==> config.mk <==
export PLATFORM = sky130hd
export DESIGN_NAME = trace_trigger
export DESIGN_NICKNAME = d
export VERILOG_FILES = /design/src/hw/trace_trigger_pkg.sv /design/src/hw/window_table.sv /design/src/hw/lane_match.sv /design/src/hw/violation_tracker.sv /design/src/hw/status_panel.sv /design/src/hw/trace_trigger.sv
export VERILOG_INCLUDE_DIRS = /design/src /design/src/include
export SDC_FILE = /design/constraint.sdc
export NUM_CORES = 1
export LEC_CHECK = 0
export BUFFER_PORTS_ARGS = -buffer_cell sky130_fd_sc_hd__buf_2
export CORE_MARGIN = 4
export CORE_UTILIZATION = 48
export DETAILED_ROUTE_END_ITERATION = 10
export PLACE_DENSITY = 0.8
export SYNTH_ARGS = -nofsm -noshare
export SYNTH_HDL_FRONTEND = slang
export SYNTH_SLANG_ARGS = --single-unit
==> constraint.sdc <==
create_clock -name CLOCK_50 -period 3.8 [get_ports CLOCK_50]
set_input_delay 0 -clock CLOCK_50 [delete_from_list [all_inputs] [get_ports CLOCK_50]]
set_output_delay 0 -clock CLOCK_50 [all_outputs]
set_load 0.1 [all_outputs]
==> src/include/trace_trigger_defines.svh <==
/*
 * trace trigger constants
 * window bounds, address lane type code, segment letters, heartbeat divide
 */
`ifndef TRACE_TRIGGER_DEFINES_SVH
`define TRACE_TRIGGER_DEFINES_SVH

`define TT_LANES      4          // lanes per decoded packet
`define TT_ADDR_TYPE  4'd2       // type nibble of an address lane

// ====================================================================
// address windows, both bounds inclusive
// ====================================================================
`define TT_WIN1_LO    32'h0000ac00
`define TT_WIN1_HI    32'h0000acd6
`define TT_WIN2_LO    32'h0000accc   // single address
`define TT_WIN2_HI    32'h0000accc
`define TT_WIN3_LO    32'h0000abc0
`define TT_WIN3_HI    32'h0000ac00
`define TT_WIN4_LO    32'h00009054
`define TT_WIN4_HI    32'h00009096
`define TT_WIN5_LO    32'h000093de   // single address
`define TT_WIN5_HI    32'h000093de

// segment letters, active low, bit 6 is segment g
`define TT_SEG_E      7'b0000110
`define TT_SEG_R      7'b0101111
`define TT_SEG_O      7'b0100011
`define TT_SEG_C      7'b1000110
`define TT_SEG_L      7'b1000111
`define TT_SEG_A      7'b0001000
`define TT_SEG_BLANK  7'b1111111

`define TT_TICK_DIV   10_000_000 // about 200 ms per toggle at 50 MHz

`endif

==> src/hw/trace_trigger_pkg.sv <==
/*
 * trace trigger types
 * width typedefs plus the packet and window structs shared by all blocks
 */
`include "trace_trigger_defines.svh"

package trace_trigger_pkg;

	// ====================================================================
	// plain widths
	// ====================================================================
	typedef logic [3:0]  lane_type_t;  // per-lane type nibble
	typedef logic [31:0] trace_word_t; // lane payload, an address for type 2
	typedef logic [3:0]  trig_mode_t;  // switch selected mode
	typedef logic [31:0] vio_count_t;  // running violation count
	typedef logic [6:0]  seg_t;        // one digit, active low

	// one decoded packet, lane 0 in the low entries
	typedef struct packed {
		lane_type_t  [`TT_LANES-1:0] ltype; // type nibbles
		trace_word_t [`TT_LANES-1:0] word;  // lane words
	} trace_pkt_t;

	// window handed from the mode decode to the matcher
	typedef struct packed {
		trace_word_t lo;       // lower bound, inclusive
		trace_word_t hi;       // upper bound, inclusive
		logic        in_use;   // modes 1..5
		logic        vio_mode; // mode 0, strobe drives trigger
	} trig_window_t;

endpackage

==> src/hw/window_table.sv <==
/*
 * window table
 * registers the switch mode and decodes it into the active address window
 */
`include "trace_trigger_defines.svh"

module window_table (
	input  logic                          CLOCK_50,
	input  logic                          rst_n,
	input  trace_trigger_pkg::trig_mode_t mode,
	output trace_trigger_pkg::trig_window_t win
);

	trace_trigger_pkg::trig_mode_t mode_q; // held mode, one cycle behind sw

	always_ff @(posedge CLOCK_50) begin
		if (!rst_n)
			mode_q <= '0; // back to violation mode
		else
			mode_q <= mode;
	end

	// ====================================================================
	// mode decode
	// ====================================================================
	always_comb begin
		win = '0; // unknown modes: nothing armed
		case (mode_q)
			4'd0: win.vio_mode = 1'b1;
			4'd1: begin
				win.lo = `TT_WIN1_LO;
				win.hi = `TT_WIN1_HI;
				win.in_use = 1'b1;
			end
			4'd2: begin
				win.lo = `TT_WIN2_LO;
				win.hi = `TT_WIN2_HI;
				win.in_use = 1'b1;
			end
			4'd3: begin
				win.lo = `TT_WIN3_LO;
				win.hi = `TT_WIN3_HI;
				win.in_use = 1'b1;
			end
			4'd4: begin
				win.lo = `TT_WIN4_LO;
				win.hi = `TT_WIN4_HI;
				win.in_use = 1'b1;
			end
			4'd5: begin
				win.lo = `TT_WIN5_LO;
				win.hi = `TT_WIN5_HI;
				win.in_use = 1'b1;
			end
			default: win = '0;
		endcase
	end

endmodule

==> src/hw/lane_match.sv <==
/*
 * lane matcher
 * checks all four lanes against the window, or passes the violation
 * strobe in mode 0, and registers the trigger
 */
`include "trace_trigger_defines.svh"

module lane_match (
	input  logic                            CLOCK_50,
	input  logic                            rst_n,
	input  trace_trigger_pkg::trace_pkt_t   pkt,
	input  trace_trigger_pkg::trig_window_t win,
	input  logic                            vio,
	output logic                            trigger
);

	logic [`TT_LANES-1:0] lane_hit; // per-lane window hit
	logic                 any_hit;  // some lane in window
	logic                 trig_d;   // next trigger value

	// ====================================================================
	// per-lane compare
	// ====================================================================
	genvar i;
	generate
		for (i = 0; i < `TT_LANES; i++) begin : g_lane
			// address lane, lo <= word <= hi
			assign lane_hit[i] = (pkt.ltype[i] == `TT_ADDR_TYPE) &&
			                     (pkt.word[i] >= win.lo) &&
			                     (pkt.word[i] <= win.hi);
		end
	endgenerate

	assign any_hit = |lane_hit;

	// source select
	always_comb begin
		if (win.vio_mode)
			trig_d = vio;       // checker strobe straight through
		else if (win.in_use)
			trig_d = any_hit;   // address window
		else
			trig_d = 1'b0;      // modes 6..15 stay quiet
	end

	// ====================================================================
	// output register
	// ====================================================================
	always_ff @(posedge CLOCK_50) begin
		if (!rst_n)
			trigger <= 1'b0;
		else
			trigger <= trig_d; // one cycle after the packet
	end

endmodule

==> src/hw/violation_tracker.sv <==
/*
 * violation tracker
 * sticky flag set by the checker strobe and cleared from a key,
 * plus a free-running count of strobes
 */
module violation_tracker (
	input  logic                          CLOCK_50,
	input  logic                          rst_n,
	input  logic                          vio,
	input  logic                          clear_n,
	output logic                          vio_flag,
	output trace_trigger_pkg::vio_count_t vio_count
);

	// ====================================================================
	// sticky flag
	// ====================================================================
	always_ff @(posedge CLOCK_50) begin
		if (!rst_n) begin
			vio_flag <= 1'b0;
		end else begin
			if (vio)
				vio_flag <= 1'b1;  // set beats clear
			else if (!clear_n)
				vio_flag <= 1'b0;  // key held low
		end
	end

	// ====================================================================
	// strobe counter
	// ====================================================================
	// only reset brings it back down, the key leaves it alone
	always_ff @(posedge CLOCK_50) begin
		if (!rst_n)
			vio_count <= '0;
		else if (vio)
			vio_count <= vio_count + 1'b1; // wraps at 2^32
	end

endmodule

==> src/hw/status_panel.sv <==
/*
 * status panel
 * "Error" or "CLEAr" on the six digit display, and a heartbeat
 * toggled from a long tick divider
 */
`include "trace_trigger_defines.svh"

module status_panel #(
	parameter int tick_div = `TT_TICK_DIV
) (
	input  logic                    CLOCK_50,
	input  logic                    rst_n,
	input  logic                    vio_flag,
	output trace_trigger_pkg::seg_t hex0,
	output trace_trigger_pkg::seg_t hex1,
	output trace_trigger_pkg::seg_t hex2,
	output trace_trigger_pkg::seg_t hex3,
	output trace_trigger_pkg::seg_t hex4,
	output trace_trigger_pkg::seg_t hex5,
	output logic                    heartbeat
);

	localparam int cnt_w = (tick_div > 1) ? $clog2(tick_div) : 1;

	logic [cnt_w-1:0] tick_cnt; // cycles since last tick
	logic             tick;     // last cycle of a period

	// ====================================================================
	// text, leftmost digit is hex5
	// ====================================================================
	always_comb begin
		hex5 = `TT_SEG_BLANK;
		hex0 = `TT_SEG_R; // both words end in r
		if (vio_flag) begin
			hex4 = `TT_SEG_E;
			hex3 = `TT_SEG_R;
			hex2 = `TT_SEG_R;
			hex1 = `TT_SEG_O;
		end else begin
			hex4 = `TT_SEG_C;
			hex3 = `TT_SEG_L;
			hex2 = `TT_SEG_E;
			hex1 = `TT_SEG_A;
		end
	end

	// ====================================================================
	// heartbeat divider
	// ====================================================================
	assign tick = (tick_cnt == cnt_w'(tick_div - 1));

	always_ff @(posedge CLOCK_50) begin
		if (!rst_n) begin
			tick_cnt  <= '0;
			heartbeat <= 1'b0;
		end else begin
			if (tick) begin
				tick_cnt  <= '0;
				heartbeat <= ~heartbeat; // once per tick_div cycles
			end else begin
				tick_cnt <= tick_cnt + 1'b1;
			end
		end
	end

endmodule

==> src/hw/trace_trigger.sv <==
/*
 * trace watch trigger, top level
 * mode decode, lane matcher, violation tracker and status display
 */
`include "trace_trigger_defines.svh"

module trace_trigger #(
	parameter int tick_div = `TT_TICK_DIV
) (
	input  logic                          CLOCK_50,
	input  logic                          rst_n,
	input  trace_trigger_pkg::trace_pkt_t pkt,
	input  logic                          vio,
	input  logic [9:0]                    sw,
	input  logic [3:0]                    key,
	output logic                          trigger,
	output logic                          vio_flag,
	output trace_trigger_pkg::vio_count_t vio_count,
	output trace_trigger_pkg::seg_t       hex0,
	output trace_trigger_pkg::seg_t       hex1,
	output trace_trigger_pkg::seg_t       hex2,
	output trace_trigger_pkg::seg_t       hex3,
	output trace_trigger_pkg::seg_t       hex4,
	output trace_trigger_pkg::seg_t       hex5,
	output logic [9:0]                    ledr
);

	trace_trigger_pkg::trig_window_t win; // decoded window
	logic heartbeat;                      // slow blink

	// ====================================================================
	// trigger path
	// ====================================================================
	window_table u_window_table (
		.CLOCK_50 (CLOCK_50),
		.rst_n    (rst_n),
		.mode     (sw[3:0]),
		.win      (win)
	);

	lane_match u_lane_match (
		.CLOCK_50 (CLOCK_50),
		.rst_n    (rst_n),
		.pkt      (pkt),
		.win      (win),
		.vio      (vio),
		.trigger  (trigger)
	);

	// ====================================================================
	// violation status
	// ====================================================================
	violation_tracker u_violation_tracker (
		.CLOCK_50  (CLOCK_50),
		.rst_n     (rst_n),
		.vio       (vio),
		.clear_n   (key[3]), // push key, low to clear
		.vio_flag  (vio_flag),
		.vio_count (vio_count)
	);

	status_panel #(.tick_div(tick_div)) u_status_panel (
		.CLOCK_50  (CLOCK_50),
		.rst_n     (rst_n),
		.vio_flag  (vio_flag),
		.hex0      (hex0),
		.hex1      (hex1),
		.hex2      (hex2),
		.hex3      (hex3),
		.hex4      (hex4),
		.hex5      (hex5),
		.heartbeat (heartbeat)
	);

	// leds: switch copy, activity, heartbeat
	assign ledr = {sw[9], trigger | vio | vio_flag, 7'd0, heartbeat};

endmodule

Word level (Yosys, flattened, before mapping):

Index checks and enable logic that the tools add are counted.

* register bits: 63
* output and inout bits: 86

* $add $sub $neg: 2
* $lt $le $gt $ge: 8
* equality and inequality tests: 11
* muxes and demuxes: 10
* bitwise operators: 4
* reduce and logical (&&, ||, !) cells: 11

Operators by type and width (count)
* 49-bit one-hot mux with 5 select lines: 1
* 32-bit by 16-bit greater-or-equal comparator with 1-bit output: 4
* 32-bit less-or-equal comparator: 4
* 32-bit by 1-bit adder with 32-bit output, second input constant: 1
* 24-bit by 1-bit adder with 24-bit output, second input constant: 1
* 24-bit == test, second input constant: 1
* 4-bit by 2-bit == test with 1-bit output, second input constant: 6
* 7-bit 2-to-1 mux: 2
* 6-bit 2-to-1 mux: 2
* 4-bit by 3-bit == test with 1-bit output, second input constant: 2
* 1-bit logical AND: 8
* 1-bit 2-to-1 mux: 5
* 4-bit by 1-bit == test with 1-bit output, second input constant: 1
* 4-bit zero test: 1
* 4-bit OR reduction: 1
* 2-bit != test, second input constant: 1
* 1-bit NOT: 2
* 1-bit OR: 2
* 2-bit OR reduction: 1

Depth between registers and ports, before layout:

Gate-level depths: netlist of run 1.

* depth in word-level cells: 8
* depth in mapped cells: 14
* depth with buffers taken out: 13

Hierarchy:

A second synthesis of run 1 with hierarchy kept.

* cell total of the unflattened synthesis: 1184
* area total of the unflattened synthesis: 9562.9 sq um

Modules (own cells, without submodules)
* lane_match: times used 1, cells an instance 725, area each 5786.8 sq um
* violation_tracker: times used 1, cells an instance 177, area each 1520.2 sq um
* status_panel: times used 1, cells an instance 181, area each 1486.4 sq um
* window_table: times used 1, cells an instance 90, area each 691.9 sq um
* trace_trigger: times used 1, cells an instance 11, area each 77.6 sq um

Worst setup path after synthesis of run 1:

OpenSTA, ideal clock, no wires.

* kind: reg2reg
* from: register u_window_table.mode_q[1]
* to: register u_lane_match.trigger
* arrival time: 3.206 ns
* setup slack: 0.536 ns
* cell stages (with the launch flop): 11
* path through: dfxtp_1 -> buf_6 -> o21ai_0 -> ha_1 -> nand2_1 -> or4_4 -> or4_4 -> o21a_1 -> o32a_1 -> o2111ai_1 -> a31o_1

* cells in the longest elaborated chain, start to end: 8
* elaborated cells on any way between the ends: 27
* classes of those cells: order compare: 8; eq/ne: 5; mux: 4; reduce/logical: 10

RTL lines
* from (decl): RTL line window_table.sv:14 `trace_trigger_pkg::trig_mode_t mode_q;`
* from (signal assigned): RTL line window_table.sv:20 `mode_q <= mode;`
* 4-bit by 3-bit == test with 1-bit output (tied with other cells): RTL line window_table.sv:28 `case (mode_q)`
* 49-bit one-hot mux with 5 select lines: RTL line window_table.sv:28
* 32-bit by 16-bit greater-or-equal comparator with 1-bit output: RTL line lane_match.sv:29 `(pkt.word[i] >= win.lo) &&`
* 1-bit logical AND (2 in a row): RTL line lane_match.sv:28 `` assign lane_hit[i] = (pkt.ltype[i] == `TT_ADDR_TYPE) && ``
* 4-bit OR reduction: RTL line lane_match.sv:34 `assign any_hit = |lane_hit;`
* 1-bit 2-to-1 mux: RTL line lane_match.sv:40 `else if (win.in_use)`
* 1-bit 2-to-1 mux (*): RTL line lane_match.sv:38 `if (win.vio_mode)`
* to (signal assigned): RTL line lane_match.sv:53 `trigger <= trig_d;`
* to (decl): RTL line lane_match.sv:14 `output logic trigger`

Mark *: on every way between the ends. The rest lies on a longest branch, timed or not.
A chain may end at the register's enable or synchronous reset.

Worst setup path in the final report of run 1:

* from: register u_window_table.mode_q[2]
* to: register u_lane_match.trigger

Same word-level chain as after synthesis.

==> results of run 1 <==
[stage by stage]
step | power [uW] | setup slack, ps | utilization | instance area [um^2]
6_report | 2203 | 403.5 | 0.6103 | 6703
3_5_place_dp | 1354 | 439.4 | 0.5770 | 6337
4_1_cts | 2219 | 417.5 | 0.6100 | 6700
3_3_place_gp | 1345 | 485.3 | 0.5770 | 6337
5_1_grt | 2310 | 182.6 | 0.6103 | 6703
2_1_floorplan | 1233 | 535.7 | - | 5587
[state kept, by name, summed over array words and instances, names as in the netlist]
name,flops
u_status_panel.tick_cnt,24
u_violation_tracker.vio_count,32
u_window_table.mode_q,4
u_violation_tracker.vio_flag,1
u_lane_match.trigger,1
u_status_panel.heartbeat,1
[cells in the mapped netlist, types with 5 or more instances]
| library cell | count | area share |
|---|---|---|
| or3_1 | 10 | 0.011 |
| o211ai_1 | 7 | 0.0096 |
| ha_1 | 82 | 0.19 |
| nand2_1 | 39 | 0.027 |
| nor4_1 | 17 | 0.020 |
| nor3_1 | 13 | 0.012 |
| dfxtp_1 | 63 | 0.23 |
| nor4b_1 | 5 | 0.0080 |
| nand4b_1 | 6 | 0.0096 |
| nor2b_1 | 10 | 0.011 |
| nand4_1 | 25 | 0.029 |
| xor2_1 | 21 | 0.034 |
| buf_4 | 50 | 0.069 |
| clkbuf_1 | 8 | 0.0055 |
| o21ai_0 | 22 | 0.020 |
| a21oi_1 | 26 | 0.024 |
| nor2_1 | 43 | 0.030 |
| a21boi_1 | 5 | 0.0069 |
| nand3_1 | 27 | 0.025 |
| and2_1 | 34 | 0.039 |
| nand2b_1 | 8 | 0.0092 |
| and3_1 | 13 | 0.015 |
| xnor2_1 | 28 | 0.045 |
| inv_1 | 13 | 0.0090 |
| a21o_1 | 9 | 0.012 |
| a211oi_1 | 6 | 0.0083 |
[layout make-up]
type                       instances  area [um^2]  share of cell area
antenna                            1        2.502           0.0003733
clock buffer                      11        242.7             0.03621
clock inverter                     4        70.07             0.01045
inverter                          13        48.80            0.007280
multi-input combinational        545         3839              0.5727
sequential                        63         1261              0.1882
tap                              140        175.2             0.02613
timing repair buffer             206         1064              0.1587
[critical path: cells and delay by family (launching register included)]
| family | cells | cell delay [ps] |
|---|---|---|
| simple gates | 5 | 1610 |
| compound gates | 4 | 830 |
| flops | 1 | 570 |
| fa+ha+maj | 1 | 330 |
[cell usage in the layout (no fill, tap or decap), drive strengths merged, types with 6 or more instances in the layout]
| master | n |
|---|---|
| a211oi | 6 |
| inv | 13 |
| nand4b | 6 |
| nand2 | 39 |
| a21o | 10 |
| a21boi | 9 |
| nor3 | 15 |
| nor4 | 17 |
| nand4 | 25 |
| conb | 38 |
| xnor2 | 28 |
| o211ai | 7 |
| nand3 | 27 |
| nor2b | 10 |
| ha | 82 |
| nand2b | 8 |
| a21oi | 27 |
| buf | 201 |
| clkbuf | 11 |
| xor2 | 21 |
| nor2 | 43 |
| o21ai | 22 |
| or3 | 10 |
| and2 | 34 |
| dfxtp | 63 |
| and3 | 13 |
[power by group]
part | leakage [uW] | total (uW) | switching [uW] | internal [uW]
logic | 0.00246 | 665 | 460 | 205
registers | 0.000510 | 683 | 13.3 | 670
clock network | 0.000155 | 854 | 269 | 585
total | 0.00312 | 2200 | 743 | 1460
[path summary, 6_finish.rpt]
kind,from,end,slack (ps),cells after the start
worst max register to register,u_window_table.mode_q[2],u_lane_match.trigger,400,10
worst max-delay path,u_window_table.mode_q[2],u_lane_match.trigger,400,10
worst min-delay path,sw[9],ledr[9],0.9,0
worst min register to register,u_status_panel.tick_cnt[0],u_status_panel.tick_cnt[0],490,1
[kinds of logic after synthesis]
logic type                 after synthesis  synth area share
AOI/OAI and AO/OA                      102            0.1244
xor gates and xnor gates                49           0.07873
adders and majority gates               86            0.1955
buffers and inverters                   75           0.08928
DFF                                     63            0.2314
muxes                                    1          0.001836
other                                    2          0.001378
and+or+nand+nor                        269            0.2775
[layer usage]
layer | share of wire | vias to the layer above
met2 | 0.52 | 160
met3 | 0.057 | 27
met1 | 0.40 | 2387
li1 | - | 2662
met4 | 0.027 | 0
met5 | 0 | -
[what timing repair did]
item | 4_1_cts | 5_1_grt
hold buffers | 5 | 0
resized for setup | 0 | 0
hold endpoints to repair | 5 | 0
==> results.ini, run 1 <==
[outcome]
outcome = finished, final reports clean

[setup_path]
critical_path.cell_chain = nand2b_1 -> or2_2 -> ha_1 -> nand2_1 -> or4_4 -> or4_4 -> o21a_1 -> o32a_1 -> o2111ai_1 -> a31o_1
crit_arrival_ps = 3670
cp.required_ps = 4070
worstSetupStartpointType = flop
cp-end-kind = flop
cpMaxStageDelayCell = dfxtp_1
critPathMostFrequentCell = or4_4
cpPeakStageDelay_ps = 570
worstPathMaxFanout = 11
critPathKind = flop to flop

[floorplanning]
start_util = 0.4964
die_h_um = 114.6
die-area_um2 = 13130
io-pin-count = 247
die_w_um = 114.6
rows = 38
fp.coreArea_um2 = 10980

[routing]
drt_wl_total_mm = 14.27
ant_nets = 0
drc_errors = 0
num_vias = 5236
via_per_inst = 5.327
wl_per_cell_um = 14.51
first_iter_violations = 201
dr.pass1.iters = 4

[timing]
post-route-min-period_ps = 3396
hold_viol_final = 0
period_share = 0.8938
fin_hold_ws_ps = 0.9330
maxSlewHeadroom = 0.4403
drv_slew = 0
worst_pin_slew_ps = 839.6
setup-tns-final_ps = 0
setup_violations = 0
rsz0062_at_grt = false
max_freq_mhz = 294.4
fin_skew_ps = 6.737

[cells_and_area]
synthToLayoutAreaGrowth_pct = 22.95
fill_cells = 1013
finalNonFillerCells = 983
layout-drive-gt1-share = 0.2648
finalNetCount = 1081

[logic_synthesis]
syn_area_um2 = 5451
synthDistinctLibCells = 60
yosysWarnings = 0
synthFlopType = dfxtp_1
ys_seq_area_frac = 0.2314
synthArstFlopShare = 0
synth_cells = 647
syn_avg_cell_area_um2 = 8.426
synth_edf_count = 0
ys_seq_elements = 63

[min_path]
hold_path_class = input pin to output pin

[grt]
grt.met2_usage = 0.4001
use_met1 = 0.2285
grt_util_met3 = 0.02748
grt_overflow = 0
grt_max_degree = 43
first_global_vias = 5031
top_usage_layer = met2
grtUsageTotal = 0.2097
antenna_found_initial = 1
grt_pass1_wl_mm = 22.48

[run]
cap_violations = 0

[clocking]
clk_latency_ps = 320
clkTransAtPathRegs_ps = 50
cts_buffers = 9
cts_setup_buffers = 0
cts_tree = built
ctsLongestPathBuffers = 2
cts_root_buffer = clkbuf_16
cts.sinks = 63
cts_max_level = 3

[placement]
routabilityCongestion = 0.8849
dpl.cell_count = 962
io_buffer_count = 198
dpl.hpwl_mm = 11.52

[power_and_ir_drop]
peakVddDrop_mv = 0.4037
leakage_uw = 0.003124
power.density_nw_per_um2 = 328.7

(Power assumes the default switching activity.)
==> inputs of run 2 (changes only) <==
--- a/config.mk
+++ b/config.mk
@@ -6,11 +6,12 @@
 export SDC_FILE = /design/constraint.sdc
 export NUM_CORES = 1
 export LEC_CHECK = 0
+export ABC_AREA = 1
 export BUFFER_PORTS_ARGS = -buffer_cell sky130_fd_sc_hd__buf_2
 export CORE_MARGIN = 4
-export CORE_UTILIZATION = 48
+export CORE_UTILIZATION = 50
 export DETAILED_ROUTE_END_ITERATION = 10
-export PLACE_DENSITY = 0.8
+export PLACE_DENSITY = 0.81
 export SYNTH_ARGS = -nofsm -noshare
 export SYNTH_HDL_FRONTEND = slang
 export SYNTH_SLANG_ARGS = --single-unit
==> results.ini, run 2 <==
[timing]
period_share = 0.7693  ; -0.1245
drv_slew = 0  ; unchanged
fin_skew_ps = 10.02  ; +3.285 ps
rsz0062_at_grt = false
max_freq_mhz = 342.1  ; +16%
setup-tns-final_ps = 0  ; unchanged
setup_violations = 0  ; unchanged
maxSlewHeadroom = 0.2902  ; -0.1500
worst_pin_slew_ps = 1057  ; +216.9 ps
hold_viol_final = 0  ; unchanged
post-route-min-period_ps = 2923  ; -473.2 ps

[routing]
first_iter_violations = 353  ; +76%
ant_nets = 0  ; unchanged
via_per_inst = 5.055  ; -5.1%
drt_wl_total_mm = 15.95  ; +12%
wl_per_cell_um = 12.75  ; -12%
dr.pass1.iters = 5  ; +1
num_vias = 6324  ; +21%
drc_errors = 0  ; unchanged

[setup_path]
cp.required_ps = 3980  ; -90 ps
crit_family = simple AND/OR/NAND/NOR gates
cpPeakStageDelay_ps = 860  ; +290 ps
path_buf_inv = 1  ; +1
crit_arrival_ps = 3100  ; -570 ps
critPathKind = flop to flop
cpMaxStageDelayCell = nor3_1
critical_path.cell_chain = nor2_2 -> inv_1 -> nor2_1 -> nor3_1 -> ha_1 -> nand2_1 -> o21ai_0 -> nand2_1 -> nand2_1 -> nand3_1 -> nand3_1 -> nand2_1 -> nand2_1 -> nand2_1 -> o21ai_1 -> a21oi_1
worstPathMaxFanout = 8  ; -3
cp-end-kind = flop
critPathMostFrequentCell = nand2_1
worstSetupStartpointType = flop

[power_and_ir_drop]
combPwrFrac = 0.303  ; about the same
p_int_uw = 1473  ; +0.86%
switchingPower_uw = 775.0  ; +4.3%
peakVddDrop_mv = 0.3347  ; -17%
leakage_uw = 0.003622  ; +16%
switching_share = 0.3448  ; +0.007608
total_power_uw = 2248  ; +2.0%
clkPwrFrac = 0.395  ; +0.007
p_seq_frac = 0.302  ; -0.008
power.density_nw_per_um2 = 306.2  ; -6.8%

[clocking]
cts_max_level = 3  ; unchanged
ctsLongestPathBuffers = 2  ; unchanged
cts_resized = 0  ; unchanged
cts_root_buffer = clkbuf_16
cts_hold_buf = 5  ; unchanged
cts_buffers = 9  ; unchanged
clk_latency_ps = 330  ; about the same
clkTransAtPathRegs_ps = 50  ; about the same
cts.sinks = 63  ; unchanged
cts_tree = built
cts_setup_buffers = 0  ; unchanged

[run]
cap_violations = 0  ; unchanged

[cells_and_area]
final_cell_mix = 198 x buf_2, 192 x nand2_1, 147 x nor2_1, 91 x inv_1, 82 x ha_1
largest_reg_flops = 32  ; unchanged
synthToLayoutAreaGrowth_pct = 21.32
mostFrequentLayoutCell = buf_2
largest_register = u_violation_tracker.vio_count
reg_top3 = u_violation_tracker.vio_count x32, u_status_panel.tick_cnt x24, u_window_table.mode_q x4
layout-drive-gt1-share = 0.2304  ; -0.03449
finalNetCount = 1345  ; +24%

[grt]
first_global_vias = 5816  ; +16%
top_usage_layer = met2
use_met1 = 0.2682  ; +0.03966
grt_pass1_wl_mm = 26.38  ; +17%
antenna_found_initial = 1  ; unchanged
grt_util_met3 = 0.04661  ; +0.01913
grt_overflow = 0  ; unchanged
grtUsageTotal = 0.2212  ; +0.01156
grt_max_degree = 24  ; -44%
grt.met2_usage = 0.3963  ; -0.003743

[logic_synthesis]
synth.most_common_cell = nand2_1
yosys.area.top_type_share = 0.2084  ; -0.02292
yosysWarnings = 0  ; unchanged
yosysTopAreaCell = dfxtp_1
synthArstFlopShare = 0  ; unchanged
ys_seq_elements = 63  ; unchanged
synthFlopType = dfxtp_1
syn_area_um2 = 6051  ; +11%
synth_area_leaders = dfxtp_1 21%, ha_1 17%, nand2_1 12%
synthDistinctLibCells = 45  ; -25%
ys_seq_area_frac = 0.2084  ; -0.02292
ys_top_cells_by_count = 192 x nand2_1, 147 x nor2_1, 91 x inv_1, 82 x ha_1, 63 x dfxtp_1
syn_avg_cell_area_um2 = 6.671  ; -21%
synth_cells = 907  ; +40%
synth_edf_count = 0  ; unchanged

[placement]
io_buffer_count = 198  ; unchanged
routabilityCongestion = 0.9270  ; +4.8%
dpl.hpwl_mm = 12.93  ; +12%

[floorplanning]
die_h_um = 118.0  ; +3.0%
start_util = 0.5210  ; +0.02465
rows = 39  ; +2.6%
fp.coreArea_um2 = 11610  ; +5.7%
die_w_um = 118.0  ; +3.0%
die-area_um2 = 13930  ; +6.1%
io-pin-count = 247  ; unchanged

[outcome]
outcome = finished, final reports clean

[min_path]
hold_path_class = input pin to output pin

## run 2: cell types whose count changed after synthesis, sizes merged, moves of 12 or more
cell   previous run  this run
nand2            39       200
nor3             15        36
and3             13         1
inv              13        96
nor2             43       155
and2             34         1
nand3            27        43
a21oi            27        58
xnor2            28         4
## run 2: layout make-up
| class | count | area [um^2] |
|---|---|---|
| diodes | 1 | 2.502 |
| multi-input cells | 726 | 4156 |
| repair buffers | 204 | 1049 |
| fillers | 1061 | 4273 |
| clock buffers | 13 | 260.3 |
| clock inverters | 3 | 65.06 |
| inverters | 98 | 367.9 |
| flip-flops and latches | 63 | 1261 |
| well taps | 143 | 178.9 |
## run 2: cells by family (layout without fill, tap and decap cells)
group | Yosys count | in the layout | synth area share
adders and majority gates | 82 | 82 | 0.1696
buffers and inverters | 154 | 318 | 0.1270
AOI/OAI and AO/OA | 105 | 105 | 0.09781
other | 2 | 39 | 0.001241
xor gates and xnor gates | 14 | 14 | 0.02026
DFF | 63 | 63 | 0.2084
and+or+nand+nor | 487 | 487 | 0.3757
## run 2: power groups by stage
stage	Sequential, uW	Clock (uW)	Combinational (uW)
2_1_floorplan	713	0	534
3_3_place_gp	691	0	662
3_5_place_dp	691	0	675
4_1_cts	678	899	682
5_1_grt	679	923	753
6_report	678	889	681
## run 2: final timing paths
kind                                   start                          to  slack, ps  depth (start not counted)
hold reg to reg   u_status_panel.tick_cnt[0]  u_status_panel.tick_cnt[0]        460                          1
hold / removal                         sw[9]                     ledr[9]       0.04                          0
setup reg to reg    u_window_table.mode_q[2]        u_lane_match.trigger        880                         16
setup / recovery    u_window_table.mode_q[2]        u_lane_match.trigger        880                         16
## run 2: stage by stage
step / hold WS, ps / area (um^2) / cells / worst slack (ps) / utilization
CTS: 1.176 / 7338 / 1250 / 876.1 / 0.6319
global route: 0.2639 / 7341 / 1251 / 635.3 / 0.6321
finish: 0.04389 / 7341 / 1251 / 876.7 / 0.6321
detailed placement: 1.176 / 6963 / 1229 / 896.7 / 0.5995
floorplan: 97.63 / 6186 / 943 / 1043 / -
global placement: 1.176 / 6963 / 1229 / 958.1 / 0.5995
## run 2: per-layer routing
layer | routed length, um | vias up
li1 | - | 3317
met1 | 6750 | 2785
met2 | 7786 | 204
met3 | 1190 | 18
met4 | 225 | 0
met5 | 0 | -
==> inputs of run 3 (changes only) <==
--- a/config.mk
+++ b/config.mk
@@ -6,12 +6,12 @@
 export SDC_FILE = /design/constraint.sdc
 export NUM_CORES = 1
 export LEC_CHECK = 0
-export ABC_AREA = 1
+export ABC_AREA = 0
 export BUFFER_PORTS_ARGS = -buffer_cell sky130_fd_sc_hd__buf_2
 export CORE_MARGIN = 4
-export CORE_UTILIZATION = 50
+export CORE_UTILIZATION = 44
 export DETAILED_ROUTE_END_ITERATION = 10
-export PLACE_DENSITY = 0.81
+export PLACE_DENSITY = 0.78
 export SYNTH_ARGS = -nofsm -noshare
 export SYNTH_HDL_FRONTEND = slang
 export SYNTH_SLANG_ARGS = --single-unit
==> constraint.sdc (replaced) <==
create_clock -name CLOCK_50 -period 2.3 [get_ports CLOCK_50]
set_input_delay 0 -clock CLOCK_50 [delete_from_list [all_inputs] [get_ports CLOCK_50]]
set_output_delay 0 -clock CLOCK_50 [all_outputs]
set_load 0.1 [all_outputs]
==> results.ini, run 3 (same netlist as run 1, synthesis figures left out) <==
[placement]
io_buffer_count = 198  ; unchanged
routabilityCongestion = 0.9032  ; -2.6%
place_area_um2 = 6935  ; -0.40%
dpl.hpwl_mm = 12.80  ; -0.96%

[grt]
grtUsageTotal = 0.2109  ; -0.01031
grt_max_degree = 27  ; +13%
grt_pass1_wl_mm = 24.96  ; -5.4%
antenna_found_initial = 0  ; -1
grt_overflow = 0  ; unchanged
first_global_vias = 5425  ; -6.7%

[cells_and_area]
fin_util = 0.6139  ; -0.01818
synthToLayoutAreaGrowth_pct = 35.83
mostFrequentLayoutCell = buf_2
fin_area_um2 = 7405  ; +0.87%
reg_top3 = u_violation_tracker.vio_count x32, u_status_panel.tick_cnt x24, u_window_table.mode_q x4
diodes = 0  ; -1
largest_register = u_violation_tracker.vio_count
layout-drive-gt1-share = 0.3703  ; +0.1399
final_cell_mix = 198 x buf_2, 81 x ha_1, 58 x buf_4, 41 x dfxtp_1, 40 x nor2_1
largest_reg_flops = 32  ; unchanged
finalNetCount = 1140  ; -15%

[timing]
fin_skew_ps = 5.140  ; -4.881 ps
period_share = 1.191  ; +0.4220
drv_slew = 0  ; unchanged
max_freq_mhz = 365.0  ; +6.7%
hold_viol_final = 0  ; unchanged
post-route-min-period_ps = 2740  ; -183.3 ps
setup_violations = 1  ; +1
rsz0062_at_grt = true
fin_ws_ps = -440.0  ; -1317 ps

[setup_path]
cp.required_ps = 2510  ; -1470 ps
worstSetupStartpointType = flop
cpPeakStageDelay_ps = 380  ; -480 ps
critPathKind = flop to flop
cp-end-kind = flop
worstPathMaxFanout = 8  ; unchanged
cpMaxStageDelayCell = dfxtp_4
crit_arrival_ps = 2950  ; -150 ps
critical_path.cell_chain = or2b_1 -> a21oi_2 -> buf_4 -> o21ai_0 -> buf_4 -> ha_1 -> a21oi_1 -> nand2_1 -> a41oi_2 -> o21ai_0 -> o211ai_1 -> o2111ai_2 -> a31o_1

[clocking]
clk_latency_ps = 330  ; about the same
cts_root_buffer = clkbuf_16
cts.sinks = 63  ; unchanged
cts_buffers = 9  ; unchanged
cts_max_level = 3  ; unchanged
ctsLongestPathBuffers = 2  ; unchanged
cts_tree = built
clkTransAtPathRegs_ps = 50  ; about the same

[routing]
first_iter_violations = 202  ; -43%
wl_per_cell_um = 14.57  ; +14%
num_vias = 5476  ; -13%
drc_errors = 0  ; unchanged
via_per_inst = 5.118  ; +1.2%
ant_nets = 0  ; unchanged
drt_wl_total_mm = 15.59  ; -2.3%
dr.pass1.iters = 5  ; unchanged

[min_path]
hold_path_class = input pin to output pin

[power_and_ir_drop]
p_int_uw = 2428  ; +65%
leakage_uw = 0.003466  ; -4.3%
switching_share = 0.3546  ; +0.009803
combPwrFrac = 0.341  ; +0.038
switchingPower_uw = 1334  ; +72%
peakVddDrop_mv = 0.5462  ; +63%
power.density_nw_per_um2 = 508.1  ; +66%
p_seq_frac = 0.298  ; -0.004
clkPwrFrac = 0.362  ; -0.033

[floorplanning]
die_w_um = 119.3  ; +1.1%
fp.coreArea_um2 = 12060  ; +3.9%
io-pin-count = 247  ; unchanged
die-area_um2 = 14230  ; +2.2%
die_h_um = 119.3  ; +1.1%
start_util = 0.4520  ; -0.06904
rows = 40  ; +2.6%

[outcome]
failed_checks = setup timing
outcome = finished with violations

[run]
cap_violations = 0  ; unchanged

run 3: worst paths after layout:
check	slack [ps]	cells after the start	from	to
min reg2reg	460	1	u_status_panel.tick_cnt[0]	u_status_panel.tick_cnt[0]
max	-440	13	u_window_table.mode_q[2]	u_lane_match.trigger
max reg2reg	-440	13	u_window_table.mode_q[2]	u_lane_match.trigger
min	0.6	0	sw[9]	ledr[9]
run 3: power groups by stage:
stage                     clock network, uW  registers, uW  logic, uW
after global placement                    0           1140       1200
after detailed placement                  0           1140       1220
final                                  1360           1120       1280
after global routing                   1440           1120       1390
after CTS                              1390           1120       1260
after floorplan                           0           1180        860
run 3: area by class of cell:
cell class	instances	area (um^2)
Multi-Input combinational cell	545	3980
Fill cell	1062	4657
Clock buffer	11	242.7
Clock inverter	5	55.05
Inverter	13	48.80
Tap cell	168	210.2
Timing Repair Buffer	265	1556
Sequential cell	63	1311
run 3: worst max-delay path: cells and delay by family, from the launching register on:
family                     cells  cell delay, ps
adders and majority gates      1             320
AOI/OAI and AO/OA              8            1310
and+or+nand+nor                2             330
buffers and inverters          2             290
DFF                            1             380
run 3: routing by layer:
metal,GRT usage,up-vias,wire (um),part of all wire
met1,0.2469,2492,6486,0.42
met2,0.3776,181,7840,0.50
li1,-,2772,-,-
met5,0,-,0,0
met3,0.04796,31,955,0.061
met4,0.07158,0,310,0.020
run 3: timing repair:
action | 4_1_cts | 5_1_grt
resized for setup | 23 | 11
hold buffers | 5 | 0
setup endpoints to repair | 1 | 1
setup buffers | 1 | 0
hold endpoints to repair | 5 | 0
pin swaps | 11 | 4
run 3: through the flow:
stage | TNS, ps | worst slack [ps] | power, uW | hold WS, ps | std cells
3_3_place_gp | -508.6 | -508.6 | 2345 | 0.7389 | 1048
4_1_cts | -408.8 | -408.8 | 3761 | 0.7389 | 1070
5_1_grt | -549.9 | -549.9 | 3945 | 0.7213 | 1070
6_report | -440.0 | -440.0 | 3762 | 0.5731 | 1070
3_5_place_dp | -579.0 | -579.0 | 2368 | 0.7389 | 1048
2_1_floorplan | -549.1 | -529.6 | 2037 | 127.2 | 683
